<file path="config.mk">
export PLATFORM = sky130hd
export DESIGN_NAME = acq_top
export DESIGN_NICKNAME = d
export VERILOG_FILES = /design/src/acq_pkg.sv /design/src/acq_sequencer.sv /design/src/acq_top.sv /design/src/bit_timer.sv /design/src/serial_shifter.sv /design/src/tx_buffer.sv
export SDC_FILE = /design/constraint.sdc
export NUM_CORES = 1
export LEC_CHECK = 0
export BUFFER_PORTS_ARGS = -buffer_cell sky130_fd_sc_hd__clkbuf_2
export CORE_UTILIZATION = 58
export DETAILED_ROUTE_END_ITERATION = 10
export HOLD_SLACK_MARGIN = 0.03
export PLACE_DENSITY = 0.78
export SKIP_LAST_GASP = 1
export SLEW_MARGIN = 5
export SYNTH_ARGS = -nofsm -noshare
export SYNTH_HDL_FRONTEND = slang
export SYNTH_HIERARCHICAL = 1
export SYNTH_SLANG_ARGS = --single-unit
</file>
<file path="constraint.sdc">
create_clock -name clock -period 2.56 [get_ports clock]
set_input_delay 0.256 -clock clock [delete_from_list [all_inputs] [get_ports clock]]
set_output_delay 0.256 -clock clock [all_outputs]
set_load 0.05 [all_outputs]
</file>
<file path="src/acq_pkg.sv">
`default_nettype none

package acq_pkg;

	// number of analog channels, scanned 0 up to NUM_CHANNELS-1 then back to 0
	localparam int NUM_CHANNELS = 8;

	// clock cycles per serial bit on data_out
	// any value of 2 or more works
	localparam int BIT_CYCLES = 16;

	// bit timer counter width, must hold BIT_CYCLES-1
	localparam int BIT_CNT_W = 5;

	// conversion sequencer states
	typedef enum logic [2:0] {
		// drive channel, enable the mux
		SEQ_SELECT  = 3'd0,
		// one cycle for the mux output to settle
		SEQ_SETTLE  = 3'd1,
		// raise soc
		SEQ_START   = 3'd2,
		// wait for eoc low
		SEQ_CONVERT = 3'd3,
		// latch the result
		SEQ_CAPTURE = 3'd4,
		// hold smp_valid until taken
		SEQ_OFFER   = 3'd5
	} seq_state_t;

	// serial frame states
	typedef enum logic [1:0] {
		TX_IDLE  = 2'd0,
		TX_START = 2'd1,
		TX_DATA  = 2'd2,
		TX_STOP  = 2'd3
	} tx_state_t;

	// one converted sample, tagged with its channel
	typedef struct packed {
		logic [$clog2(NUM_CHANNELS)-1:0] channel;
		logic [7:0]                      data;
	} sample_t;

endpackage

`default_nettype wire

</file>
<file path="src/acq_sequencer.sv">
`timescale 1ns/1ps
`default_nettype none

module acq_sequencer (
	input  wire                   clock,
	input  wire                   rst_n,
	// converter busy, low when the result is ready
	input  wire                   eoc,
	input  wire [7:0]             data_in,
	output logic                  soc,
	output logic                  mux_en,
	output logic [2:0]            channel,
	output logic                  smp_valid,
	output acq_pkg::sample_t      smp,
	input  wire                   smp_ready
);

	acq_pkg::seq_state_t state;

	// channel being converted now
	logic [2:0] ch_cnt;
	logic [2:0] ch_next;

	// wrap after the last channel
	assign ch_next = (ch_cnt == 3'(acq_pkg::NUM_CHANNELS - 1)) ? 3'd0 : ch_cnt + 3'd1;

	assign channel   = ch_cnt;
	assign smp_valid = (state == acq_pkg::SEQ_OFFER);

	always_ff @(posedge clock) begin
		if (!rst_n) begin
			state  <= acq_pkg::SEQ_SELECT;
			ch_cnt <= 3'd0;
			soc    <= 1'b0;
			mux_en <= 1'b0;
		end else begin
			case (state)
				acq_pkg::SEQ_SELECT: begin
					// channel is already on the pins, open the mux
					mux_en <= 1'b1;
					state  <= acq_pkg::SEQ_SETTLE;
				end
				acq_pkg::SEQ_SETTLE: begin
					state <= acq_pkg::SEQ_START;
				end
				acq_pkg::SEQ_START: begin
					soc   <= 1'b1;
					state <= acq_pkg::SEQ_CONVERT;
				end
				acq_pkg::SEQ_CONVERT: begin
					// conversion length varies, eoc low ends it
					if (!eoc) begin
						state <= acq_pkg::SEQ_CAPTURE;
					end
				end
				acq_pkg::SEQ_CAPTURE: begin
					soc    <= 1'b0;
					mux_en <= 1'b0;
					state  <= acq_pkg::SEQ_OFFER;
				end
				acq_pkg::SEQ_OFFER: begin
					// stall here under back-pressure, no new conversion
					if (smp_ready) begin
						ch_cnt <= ch_next;
						state  <= acq_pkg::SEQ_SELECT;
					end
				end
				default: begin
					state <= acq_pkg::SEQ_SELECT;
				end
			endcase
		end
	end

	// result register, loaded while soc still holds the converter output
	always_ff @(posedge clock) begin
		if (state == acq_pkg::SEQ_CAPTURE) begin
			smp.channel <= ch_cnt;
			smp.data    <= data_in;
		end
	end

	// soc must be back low before a new channel is selected
	a_no_soc_in_select: assert property (
		@(posedge clock) disable iff (!rst_n)
		(state == acq_pkg::SEQ_SELECT) |-> !soc
	);

	// offered sample stays put until the buffer takes it
	a_smp_hold: assert property (
		@(posedge clock) disable iff (!rst_n)
		(smp_valid && !smp_ready) |=> (smp_valid && $stable(smp))
	);

endmodule

`default_nettype wire

</file>
<file path="src/acq_top.sv">
`timescale 1ns/1ps
`default_nettype none

module acq_top (
	input  wire       clock,
	input  wire       rst_n,
	input  wire       eoc,
	input  wire [7:0] data_in,
	input  wire       dsr,
	output wire       soc,
	output wire       mux_en,
	output wire [2:0] channel,
	output wire       data_out,
	output wire       error
);

	// sequencer to buffer
	wire              smp_valid;
	wire              smp_ready;
	acq_pkg::sample_t smp;

	// buffer to shifter
	wire              byte_valid;
	wire              byte_ready;
	wire [7:0]        byte_data;

	// shifter and bit timer
	wire              timer_en;
	wire              tick;

	acq_sequencer seq0 (
		.clock     (clock),
		.rst_n     (rst_n),
		.eoc       (eoc),
		.data_in   (data_in),
		.soc       (soc),
		.mux_en    (mux_en),
		.channel   (channel),
		.smp_valid (smp_valid),
		.smp       (smp),
		.smp_ready (smp_ready)
	);

	tx_buffer buf0 (
		.clock      (clock),
		.rst_n      (rst_n),
		.smp_valid  (smp_valid),
		.smp        (smp),
		.smp_ready  (smp_ready),
		.dsr        (dsr),
		.byte_valid (byte_valid),
		.byte_data  (byte_data),
		.byte_ready (byte_ready),
		.error      (error)
	);

	serial_shifter shf0 (
		.clock      (clock),
		.rst_n      (rst_n),
		.byte_valid (byte_valid),
		.byte_data  (byte_data),
		.byte_ready (byte_ready),
		.timer_en   (timer_en),
		.tick       (tick),
		.data_out   (data_out)
	);

	bit_timer tmr0 (
		.clock    (clock),
		.rst_n    (rst_n),
		.timer_en (timer_en),
		.tick     (tick)
	);

endmodule

`default_nettype wire

</file>
<file path="src/bit_timer.sv">
`timescale 1ns/1ps
`default_nettype none

module bit_timer (
	input  wire  clock,
	input  wire  rst_n,
	// high for the whole frame
	input  wire  timer_en,
	// one cycle pulse at the end of each bit period
	output logic tick
);

	logic [acq_pkg::BIT_CNT_W-1:0] cnt;
	logic                          last;

	assign last = (cnt == acq_pkg::BIT_CNT_W'(acq_pkg::BIT_CYCLES - 1));
	assign tick = last;

	always_ff @(posedge clock) begin
		if (!rst_n || !timer_en) begin
			// idle timer sits at zero so a frame starts a full period
			cnt <= '0;
		end else if (last) begin
			cnt <= '0;
		end else begin
			cnt <= cnt + 1'b1;
		end
	end

	// shifter drops timer_en on the stop tick, counter must be at zero by then
	a_no_tick_idle: assert property (
		@(posedge clock) disable iff (!rst_n)
		!timer_en |-> !tick
	);

endmodule

`default_nettype wire

</file>
<file path="src/serial_shifter.sv">
`timescale 1ns/1ps
`default_nettype none

module serial_shifter (
	input  wire        clock,
	input  wire        rst_n,
	input  wire        byte_valid,
	input  wire [7:0]  byte_data,
	output logic       byte_ready,
	output logic       timer_en,
	input  wire        tick,
	// serial line, idles high
	output logic       data_out
);

	acq_pkg::tx_state_t state;

	logic [7:0] shreg;
	logic [2:0] bit_idx;

	assign byte_ready = (state == acq_pkg::TX_IDLE);
	// timer runs from the transfer edge to the end of the stop bit
	assign timer_en   = (state != acq_pkg::TX_IDLE);

	always_ff @(posedge clock) begin
		if (!rst_n) begin
			state    <= acq_pkg::TX_IDLE;
			bit_idx  <= 3'd0;
			data_out <= 1'b1;
		end else begin
			case (state)
				acq_pkg::TX_IDLE: begin
					if (byte_valid) begin
						// start bit goes out right away
						data_out <= 1'b0;
						bit_idx  <= 3'd0;
						state    <= acq_pkg::TX_START;
					end
				end
				acq_pkg::TX_START: begin
					if (tick) begin
						data_out <= shreg[7];
						state    <= acq_pkg::TX_DATA;
					end
				end
				acq_pkg::TX_DATA: begin
					if (tick) begin
						if (bit_idx == 3'd7) begin
							// stop bit
							data_out <= 1'b1;
							state    <= acq_pkg::TX_STOP;
						end else begin
							data_out <= shreg[7];
							bit_idx  <= bit_idx + 3'd1;
						end
					end
				end
				acq_pkg::TX_STOP: begin
					if (tick) begin
						state <= acq_pkg::TX_IDLE;
					end
				end
				default: begin
					state    <= acq_pkg::TX_IDLE;
					data_out <= 1'b1;
				end
			endcase
		end
	end

	// msb first, next bit always sits in shreg[7]
	always_ff @(posedge clock) begin
		if (state == acq_pkg::TX_IDLE && byte_valid) begin
			shreg <= byte_data;
		end else if (tick && state != acq_pkg::TX_STOP) begin
			shreg <= {shreg[6:0], 1'b0};
		end
	end

	// line must be back at mark level whenever no frame is running
	a_idle_high: assert property (
		@(posedge clock) disable iff (!rst_n)
		(state == acq_pkg::TX_IDLE) |-> data_out
	);

endmodule

`default_nettype wire

</file>
<file path="src/tx_buffer.sv">
`timescale 1ns/1ps
`default_nettype none

module tx_buffer (
	input  wire              clock,
	input  wire              rst_n,
	input  wire              smp_valid,
	input  wire acq_pkg::sample_t smp,
	output logic             smp_ready,
	// data set ready from the line side
	input  wire              dsr,
	output logic             byte_valid,
	output logic [7:0]       byte_data,
	input  wire              byte_ready,
	// sticky until the next byte goes out
	output logic             error
);

	logic       full;
	// dsr already seen high for the held byte
	logic       passed;
	logic [7:0] data_q;

	logic       take;
	logic       give;
	logic       drop;

	// empty buffer always accepts
	assign smp_ready = !full;
	assign take      = smp_valid && smp_ready;

	// dsr only matters on the first full cycle and the offer stays after that
	assign byte_valid = full && (passed || dsr);
	assign byte_data  = data_q;
	assign give       = byte_valid && byte_ready;

	// dsr low on the check cycle throws the sample away
	assign drop = full && !passed && !dsr;

	always_ff @(posedge clock) begin
		if (!rst_n) begin
			full   <= 1'b0;
			passed <= 1'b0;
			error  <= 1'b0;
		end else begin
			if (take) begin
				full   <= 1'b1;
				passed <= 1'b0;
			end else if (give || drop) begin
				full   <= 1'b0;
				passed <= 1'b0;
			end else if (byte_valid) begin
				// busy shifter keeps the byte offered whatever dsr does
				passed <= 1'b1;
			end

			if (drop) begin
				error <= 1'b1;
			end else if (give) begin
				error <= 1'b0;
			end
		end
	end

	// only the byte is kept and the channel tag ends here
	always_ff @(posedge clock) begin
		if (take) begin
			data_q <= smp.data;
		end
	end

	// a sample either goes out or is flagged but never both
	a_valid_or_error: assert property (
		@(posedge clock) disable iff (!rst_n)
		!($rose(byte_valid) && $rose(error))
	);

endmodule

`default_nettype wire

</file>
==> qor.yml, run 1 <==
layout:
  utilization: 0.7000
  layout.cells.non_filler: 233
  drive_gt1_frac: 0.2381
  num-nets-final: 211
  num_antenna_cells: 0
  syn2layout_area_growth_pct: 10.18
clocking:
  clk_path_buf_depth: 2
  hold_buffers: 0
  cts.sinks: 46
  path_clk_slew_ns: 0.13
  cts_tree: "built"
  cts_buffers: 5
  h-tree-depth: 2
  post_cts_resized: 0
  ctsRootBufferMaster: "clkbuf_4"
  post-cts-setup-buffers: 0
  clk_latency_ns: 0.36
timing:
  slew_viol_final: 0
  setup_violations: 0
  skew_ns: 0.007262
  max_freq_mhz: 574.8
  fin_crit_ns: 1.740
  rsz0062_at_grt: "no"
  max-slew-margin-rel: 0.6185
  fin_setup_tns_ns: 0
  period_share: 0.6796
  finalHoldViolations: 0
  worstMarginPinSlew_ns: 0.5701
place:
  dp.cells: 224
  port_buffers: 18
  place.gp.congestion: 0.7582
  dp_hpwl_mm: 2.312
detailed_routing:
  vias: 1247
  routed_wl_mm: 3.115
  drc_errors: 0
  vias_per_cell: 5.352
  drtPass1Iterations: 4
  wl_per_cell_um: 13.37
  drtAntennaViolNets: 0
  drtIter0Drc: 31
floorplanning:
  die_width_um: 60.77
  coreArea_um2: 3153
  die_h_um: 60.77
  start_util: 0.6353
  die_area_um2: 3693
  ios: 19
  num_rows: 20
setup_path:
  cp_max_fo: 8
  worstPathRequired_ns: 2.84
  worst_setup_path_start_kind: "flop"
  crit_arrival_ns: 2.02
  crit_start: "tmr0/cnt[0]"
  end_kind: "flop"
  path_class: "reg2reg"
  worstReg2RegStart: "tmr0/cnt[0]"
yosys:
  syn_area_per_cell_um2: 12.07
  synthCells: 166
  synth_area_um2: 2003
  yosysWarnings: 6
  syn-num-nets: 189
flow_run:
  max_cap_viol_count: 0
run_status:
  status: "complete, no violations"
grt:
  grt-ovfl-total: 0
  grt_max_degree: 28
  grt_first_pass_wirelength_mm: 5.347
  gr-usage-all-layers: 0.2081
  antenna_found_initial: 0
  grt_pass1_vias: 1213
min_path:
  min_from: "data_in[5]"
  hold_path.class: "in2reg"
power_and_ir_drop:
  p_per_area_nw_per_um2: 654.9
  p_leak_uw: 0.0008717
  max-vdd-ir-drop_v: 0.0004014
## routing by layer
layer,GRT usage,vias up,share of wire
li1,-,636,-
met1,0.2486,581,0.45
met2,0.3438,23,0.49
met3,0.06610,7,0.037
met4,0.09740,0,0.020
met5,0,-,0
## cell type report
| class | count | area (µm²) |
|---|---|---|
| repair buffers | 20 | 107.6 |
| multi-input cells | 102 | 755.7 |
| flip-flops and latches | 46 | 1161 |
| inverters | 13 | 48.80 |
| clock inverters | 2 | 37.54 |
| well taps | 44 | 55.05 |
| clock buffers | 6 | 41.29 |
| fillers | 255 | 945.9 |
## per-stage QoR
step	power, µW	setup WS [ns]	hold WS [ns]	area [µm²]
final	1445	0.8203	0.06693	2207
after global routing	1504	0.7011	0.03177	2207
after CTS	1455	0.8345	0.04357	2197
after detailed placement	1031	0.8584	0.4045	2118
after global placement	1020	0.8995	0.4014	2118
after floorplan	989.5	0.5748	0.3549	2003
## sequential cells by signal, summed over array words and instances, names as in the netlist
signal	cells
buf0/byte_data	8
buf0/error	1
buf0/full	1
buf0/passed	1
seq0/channel	3
seq0/mux_en	1
seq0/smp	8
seq0/soc	1
seq0/state	3
shf0/bit_idx	3
shf0/data_out	1
shf0/shreg	8
shf0/state	2
tmr0/cnt	5
## cell usage in the layout, fill, tap and decap left out, drive strengths merged, types with 2 or more instances in the layout
master / instances
and3: 2
dfxtp: 22
mux2i: 5
nand3: 7
nand2b: 5
nor2: 12
nor3: 3
a21boi: 2
nand3b: 2
mux2: 7
o21a: 2
ha: 11
clkbuf: 24
edfxtp: 24
inv: 13
nor2b: 2
a211oi: 2
or3: 2
a21oi: 3
nand2: 15
nand4b: 3
o21ai: 7
## worst max-delay path, stage by stage (launching register included)
cell and delay [ns]:
dfxtp_1 0.37, ha_1 0.18, and3_2 0.18, ha_1 0.29, nand3b_1 0.14, a21boi_2 0.28, mux2i_1 0.24
## where the power goes
group          internal (µW)  leakage, µW  total (µW)  switching (µW)
combinational           79.3     0.000437         205             126
sequential               793     0.000397         813            19.9
clock                    206    0.0000385         428             222
## worst paths after layout
path	end	depth (start not counted)	slack, ns
setup / recovery	shf0/bit_idx[2]	6	0.82
hold reg to reg	buf0/byte_data[5]	0	0.43
hold / removal	seq0/smp[5]	1	0.07
setup reg to reg	shf0/bit_idx[2]	6	0.82
Note: power is estimated with default switching activity, not from simulation.
==> inputs of run 2 (changes only) <==
- clock period: 2.56 -> 1.8 ns (I/O delays scaled with it)
==> run 2 against run 1 <==
Compared with the run above:
- critical path depth is the same
- final cell count grew 3.9%
- non-clock buffer count grew 9
- wire length grew 5.8%
- utilization grew 2.8 points
- largest cell class unchanged
- highest routed layer unchanged
==> qor.yml, run 2 (synthesis gave the netlist of run 1 again) <==
place:
  port_buffers: 18  # unchanged
  dp_hpwl_mm: 2.359  # was 2.312 mm
  place.gp.congestion: 0.7663  # was 0.7582
detailed_routing:
  drtAntennaViolNets: 0  # unchanged
  drtPass1Iterations: 4  # unchanged
  drtIter0Drc: 45  # was 31
  vias: 1282  # was 1247
  routed_wl_mm: 3.296  # was 3.115 mm
  drc_errors: 0  # unchanged
  wl_per_cell_um: 13.62  # was 13.37 µm
  vias_per_cell: 5.298  # was 5.352
floorplanning:
  coreArea_um2: 3153  # unchanged
  ios: 19  # unchanged
  die_h_um: 60.77  # unchanged
  die_width_um: 60.77  # unchanged
  die_area_um2: 3693  # unchanged
  num_rows: 20  # unchanged
  start_util: 0.6353  # unchanged
timing:
  period_share: 0.9255  # was 0.6796
  rsz0062_at_grt: "no"  # unchanged
  worstMarginPinSlew_ns: 0.4760  # was 0.5701 ns
  max-slew-margin-rel: 0.6812  # was 0.6185
  finalHoldViolations: 0  # unchanged
  skew_ns: 0.007869  # was 0.007262 ns
  fin_crit_ns: 1.666  # was 1.740 ns
  timing.hold.ws_ns: 0.07517  # was 0.06693 ns
  setup_violations: 0  # unchanged
  slew_viol_final: 0  # unchanged
  fin_setup_tns_ns: 0  # unchanged
  max_freq_mhz: 600.3  # was 574.8 MHz
setup_path:
  end_kind: "flop"  # unchanged
  worst_setup_path_start_kind: "flop"  # unchanged
  path_class: "reg2reg"  # unchanged
  worstReg2RegStart: "tmr0/cnt[0]"  # unchanged
  cp_max_fo: 8  # unchanged
  crit_arrival_ns: 1.95  # was 2.02 ns
  crit_start: "tmr0/cnt[0]"  # unchanged
  worstPathRequired_ns: 2.08  # was 2.84 ns
layout:
  final_cell_mix: "edfxtp_1 (24), dfxtp_1 (22), clkbuf_2 (18), nand2_1 (14)"  # unchanged
  seq_area_um2: 1161  # unchanged
  utilization: 0.7278  # was 0.7000
  nFillCells: 240  # was 255
  num-nets-final: 220  # was 211
  syn2layout_area_growth_pct: 14.55  # was 10.18%
  multi_input_area_um2: 758.2  # was 755.7 µm²
  mostFrequentLayoutCell: "edfxtp_1"  # unchanged
  num_antenna_cells: 0  # unchanged
  drive_gt1_frac: 0.2424  # was 0.2381
flow_run:
  max_cap_viol_count: 0  # unchanged
power_and_ir_drop:
  max-vdd-ir-drop_v: 0.0007926  # was 0.0004014 V
  p_per_area_nw_per_um2: 902.6  # was 654.9 nW/µm²
  p_leak_uw: 0.0009104  # was 0.0008717 µW
clocking:
  cts_tree: "built"  # unchanged
  cts.sinks: 46  # unchanged
  cts_buffers: 5  # unchanged
  clk_path_buf_depth: 2  # unchanged
  clk_latency_ns: 0.36  # about the same
  post-cts-setup-buffers: 0  # unchanged
  ctsRootBufferMaster: "clkbuf_4"  # unchanged
  path_clk_slew_ns: 0.13  # about the same
  h-tree-depth: 2  # unchanged
grt:
  grt_max_degree: 16  # was 28
  grt-ovfl-total: 0  # unchanged
  grt_first_pass_wirelength_mm: 5.727  # was 5.347 mm
  gr-usage-all-layers: 0.2250  # was 0.2081
  antenna_found_initial: 0  # unchanged
  grt_pass1_vias: 1301  # was 1213
min_path:
  min_from: "dsr"  # was data_in[5]
  hold_path.class: "in2reg"  # unchanged
run_status:
  status: "complete, no violations"  # unchanged
## run 2: cell count changes in the layout (fill, tap and decap cells not counted)
cell,change
dlygate4sd3_1,+7
buf_4,+2
ha_1,-1
ha_2,+1
o21ai_0,-1
o21ai_1,+1
## run 2: worst paths after layout
kind	endpoint	slack (ns)	depth (start not counted)
max	shf0/bit_idx[2]	0.13	6
min	buf0/passed	0.08	3
max reg2reg	shf0/bit_idx[2]	0.13	6
min reg2reg	buf0/byte_data[4]	0.44	0
## run 2: power by group
group	switching (µW)	total, µW	internal [µW]
combinational	179	304	124
sequential	28.5	1160	1130
clock	318	611	293
total	526	2070	1550
## run 2: stage by stage
| step | area, µm² | setup slack [ns] | total power, µW | cells |
|---|---|---|---|---|
| final | 2295 | 0.1341 | 2071 | 242 |
| after global routing | 2295 | 0.03302 | 2159 | 242 |
| after CTS | 2292 | 0.07023 | 2081 | 242 |
| after global placement | 2133 | 0.1737 | 1452 | 226 |
| after floorplan | 2003 | 0.03220 | 1407 | 166 |
| after detailed placement | 2133 | 0.09344 | 1468 | 226 |
## run 2: layout make-up
class | count | area share
Sequential cell | 46 | 0.5060
Clock inverter | 2 | 0.01636
Inverter | 13 | 0.02127
Clock buffer | 6 | 0.01799
Multi-Input combinational cell | 102 | 0.3304
Tap cell | 44 | 0.02399
Timing Repair Buffer | 29 | 0.08397
## run 2: layer usage
metal,up-vias,global-route usage,part of all wire
met5,-,0,0
met4,0,0.1039,0.022
met3,7,0.08102,0.037
met2,25,0.3705,0.49
met1,596,0.2640,0.45
li1,654,-,-
## run 2: critical path: stages (launching register included)
cell,delay [ns]
dfxtp_1,0.38
ha_1,0.19
and3_2,0.18
ha_2,0.25
nand3b_1,0.11
a21boi_2,0.26
mux2i_1,0.22
## run 2: timing repair
action,CTS,global route
hold endpoints to repair,8,0
hold buffers,8,0
endpoints found under the setup margin,0,11
gates resized for setup,0,1
==> inputs of run 3 (changes only) <==
- CELL_PAD_IN_SITES_DETAIL_PLACEMENT: default -> 1
- CELL_PAD_IN_SITES_GLOBAL_PLACEMENT: default -> 2
- CORE_UTILIZATION: 58 -> 40
- PLACE_DENSITY: 0.78 -> default
- PLACE_DENSITY_LB_ADDON: default -> 0.1
==> run 3 against run 2 <==
Compared with the run above:
- non-clock buffer count shrank 7
- register-to-register slack gained 0.03 ns
- worst hold slack lost 0.016 ns
- design area shrank 0.98%
- largest power group unchanged
- sequential share of layout area grew 0.50 points
- largest cell class unchanged
- clock-buffer cell count shrank 1
- total power shrank 0.46%
- wire length is essentially flat
- fmax grew 2.0%
- critical path depth shrank 1
==> qor.yml, run 3 (synthesis gave the netlist of run 1 again) <==
grt:
  gr-usage-all-layers: 0.1437  # was 0.2250
  grt_first_pass_wirelength_mm: 5.678  # was 5.727 mm
  grt_pass1_vias: 1249  # was 1301
  antenna_found_initial: 0  # unchanged
  grt_max_degree: 18  # was 16
  grt-ovfl-total: 0  # unchanged
setup_path:
  path_class: "reg2reg"  # unchanged
  crit_arrival_ns: 1.64  # was 1.95 ns
  worst_setup_path_start_kind: "flop"  # unchanged
  end_kind: "flop"  # unchanged
  worstPathRequired_ns: 1.81  # was 2.08 ns
  cp_max_fo: 8  # unchanged
clocking:
  hold_buffers: 0  # was 8
  clk_latency_ns: 0.29  # was 0.36 ns
  post-cts-setup-buffers: 0  # unchanged
  post_cts_resized: 0  # unchanged
  h-tree-depth: 2  # unchanged
  ctsRootBufferMaster: "clkbuf_8"  # was clkbuf_4
  cts.sinks: 46  # unchanged
  path_clk_slew_ns: 0.08  # was 0.13 ns
  clk_path_buf_depth: 2  # unchanged
  cts_buffers: 5  # unchanged
  cts_tree: "built"  # unchanged
power_and_ir_drop:
  p_leak_uw: 0.0008898  # was 0.0009104 µW
  max-vdd-ir-drop_v: 0.0004982  # was 0.0007926 V
  p_per_area_nw_per_um2: 907.4  # was 902.6 nW/µm²
detailed_routing:
  drtAntennaViolNets: 0  # unchanged
  routed_wl_mm: 3.293  # was 3.296 mm
  vias_per_cell: 4.853  # was 5.298
  vias: 1252  # was 1282
  wl_per_cell_um: 12.76  # was 13.62 µm
  drc_errors: 0  # unchanged
  drtIter0Drc: 29  # was 45
  drtPass1Iterations: 3  # was 4
floorplanning:
  start_util: 0.4186  # was 0.6353
  num_rows: 25  # was 20
  ios: 19  # unchanged
  coreArea_um2: 4786  # was 3153 µm²
  die_h_um: 72.77  # was 60.77 µm
  die_area_um2: 5295  # was 3693 µm²
  die_width_um: 72.77  # was 60.77 µm
layout:
  drive_gt1_frac: 0.2618  # was 0.2424
  syn2layout_area_growth_pct: 13.43  # was 14.55%
  num-nets-final: 213  # was 220
  final_cell_mix: "edfxtp_1 (24), dfxtp_1 (22), clkbuf_2 (18), nand2_1 (14)"  # unchanged
  layout.cells.non_filler: 258  # was 242
  num_antenna_cells: 0  # unchanged
  mostFrequentLayoutCell: "edfxtp_1"  # unchanged
  utilization: 0.4748  # was 0.7278
run_status:
  status: "complete, no violations"  # unchanged
timing:
  skew_ns: 0.004301  # was 0.007869 ns
  max-slew-margin-rel: 0.7202  # was 0.6812
  max_freq_mhz: 612.2  # was 600.3 MHz
  fin_crit_ns: 1.634  # was 1.666 ns
  fin_setup_tns_ns: 0  # unchanged
  rsz0062_at_grt: "no"  # unchanged
  slew_viol_final: 0  # unchanged
  finalHoldViolations: 0  # unchanged
  period_share: 0.9075  # was 0.9255
  timing.hold.ws_ns: 0.05919  # was 0.07517 ns
  setup_violations: 0  # unchanged
  worstMarginPinSlew_ns: 0.4178  # was 0.4760 ns
place:
  dp.cells: 250  # was 226
  dp_hpwl_mm: 2.506  # was 2.359 mm
  place.gp.congestion: 0.7091  # was 0.7663
  port_buffers: 18  # unchanged
flow_run:
  max_cap_viol_count: 0  # unchanged
min_path:
  hold_path.class: "in2reg"  # unchanged
## run 3: routing by layer
metal | up-vias | track usage | routed length [µm]
met5 | - | 0 | 0
met4 | 0 | 0.06536 | 61
met3 | 7 | 0.04144 | 101
met2 | 17 | 0.2440 | 1628
met1 | 590 | 0.1683 | 1502
li1 | 638 | - | -
## run 3: through the flow
stage,power (µW),instance area (µm²),setup WS [ns]
final,2062,2272,0.1665
after floorplan,1407,2003,0.03220
after global routing,2186,2272,0.02865
after CTS,2098,2260,0.06876
after detailed placement,1475,2170,0.08218
after global placement,1462,2170,0.1480
## run 3: path summary, 6_finish.rpt
kind	from	slack [ns]	cells after the start	end
max	shf0/state[0]	0.17	5	shf0/shreg[1]
min	data_in[7]	0.06	1	seq0/smp[7]
max reg2reg	shf0/state[0]	0.17	5	shf0/shreg[1]
min reg2reg	seq0/smp[7]	0.42	0	buf0/byte_data[7]
## run 3: power breakdown
part           total (µW)  switching (µW)  leakage [µW]  internal (µW)
sequential           1150            24.5      0.000397           1130
combinational         297             181      0.000449            116
clock                 613             340     0.0000441            273
## run 3: worst max-delay path: stages, from the launching register on
cell     delay [ns]
dfxtp_1        0.34
inv_1          0.14
ha_1           0.35
nand2_2        0.20
o21ai_1        0.13
buf_4          0.18
## run 3: cell type report
class / instances / area [µm²]
Clock buffer: 5 / 68.82
Tap cell: 67 / 83.83
Sequential cell: 46 / 1161
Multi-Input combinational cell: 102 / 768.2
Timing Repair Buffer: 22 / 120.1
Fill cell: 536 / 2514
Clock inverter: 3 / 21.27
Inverter: 13 / 48.80
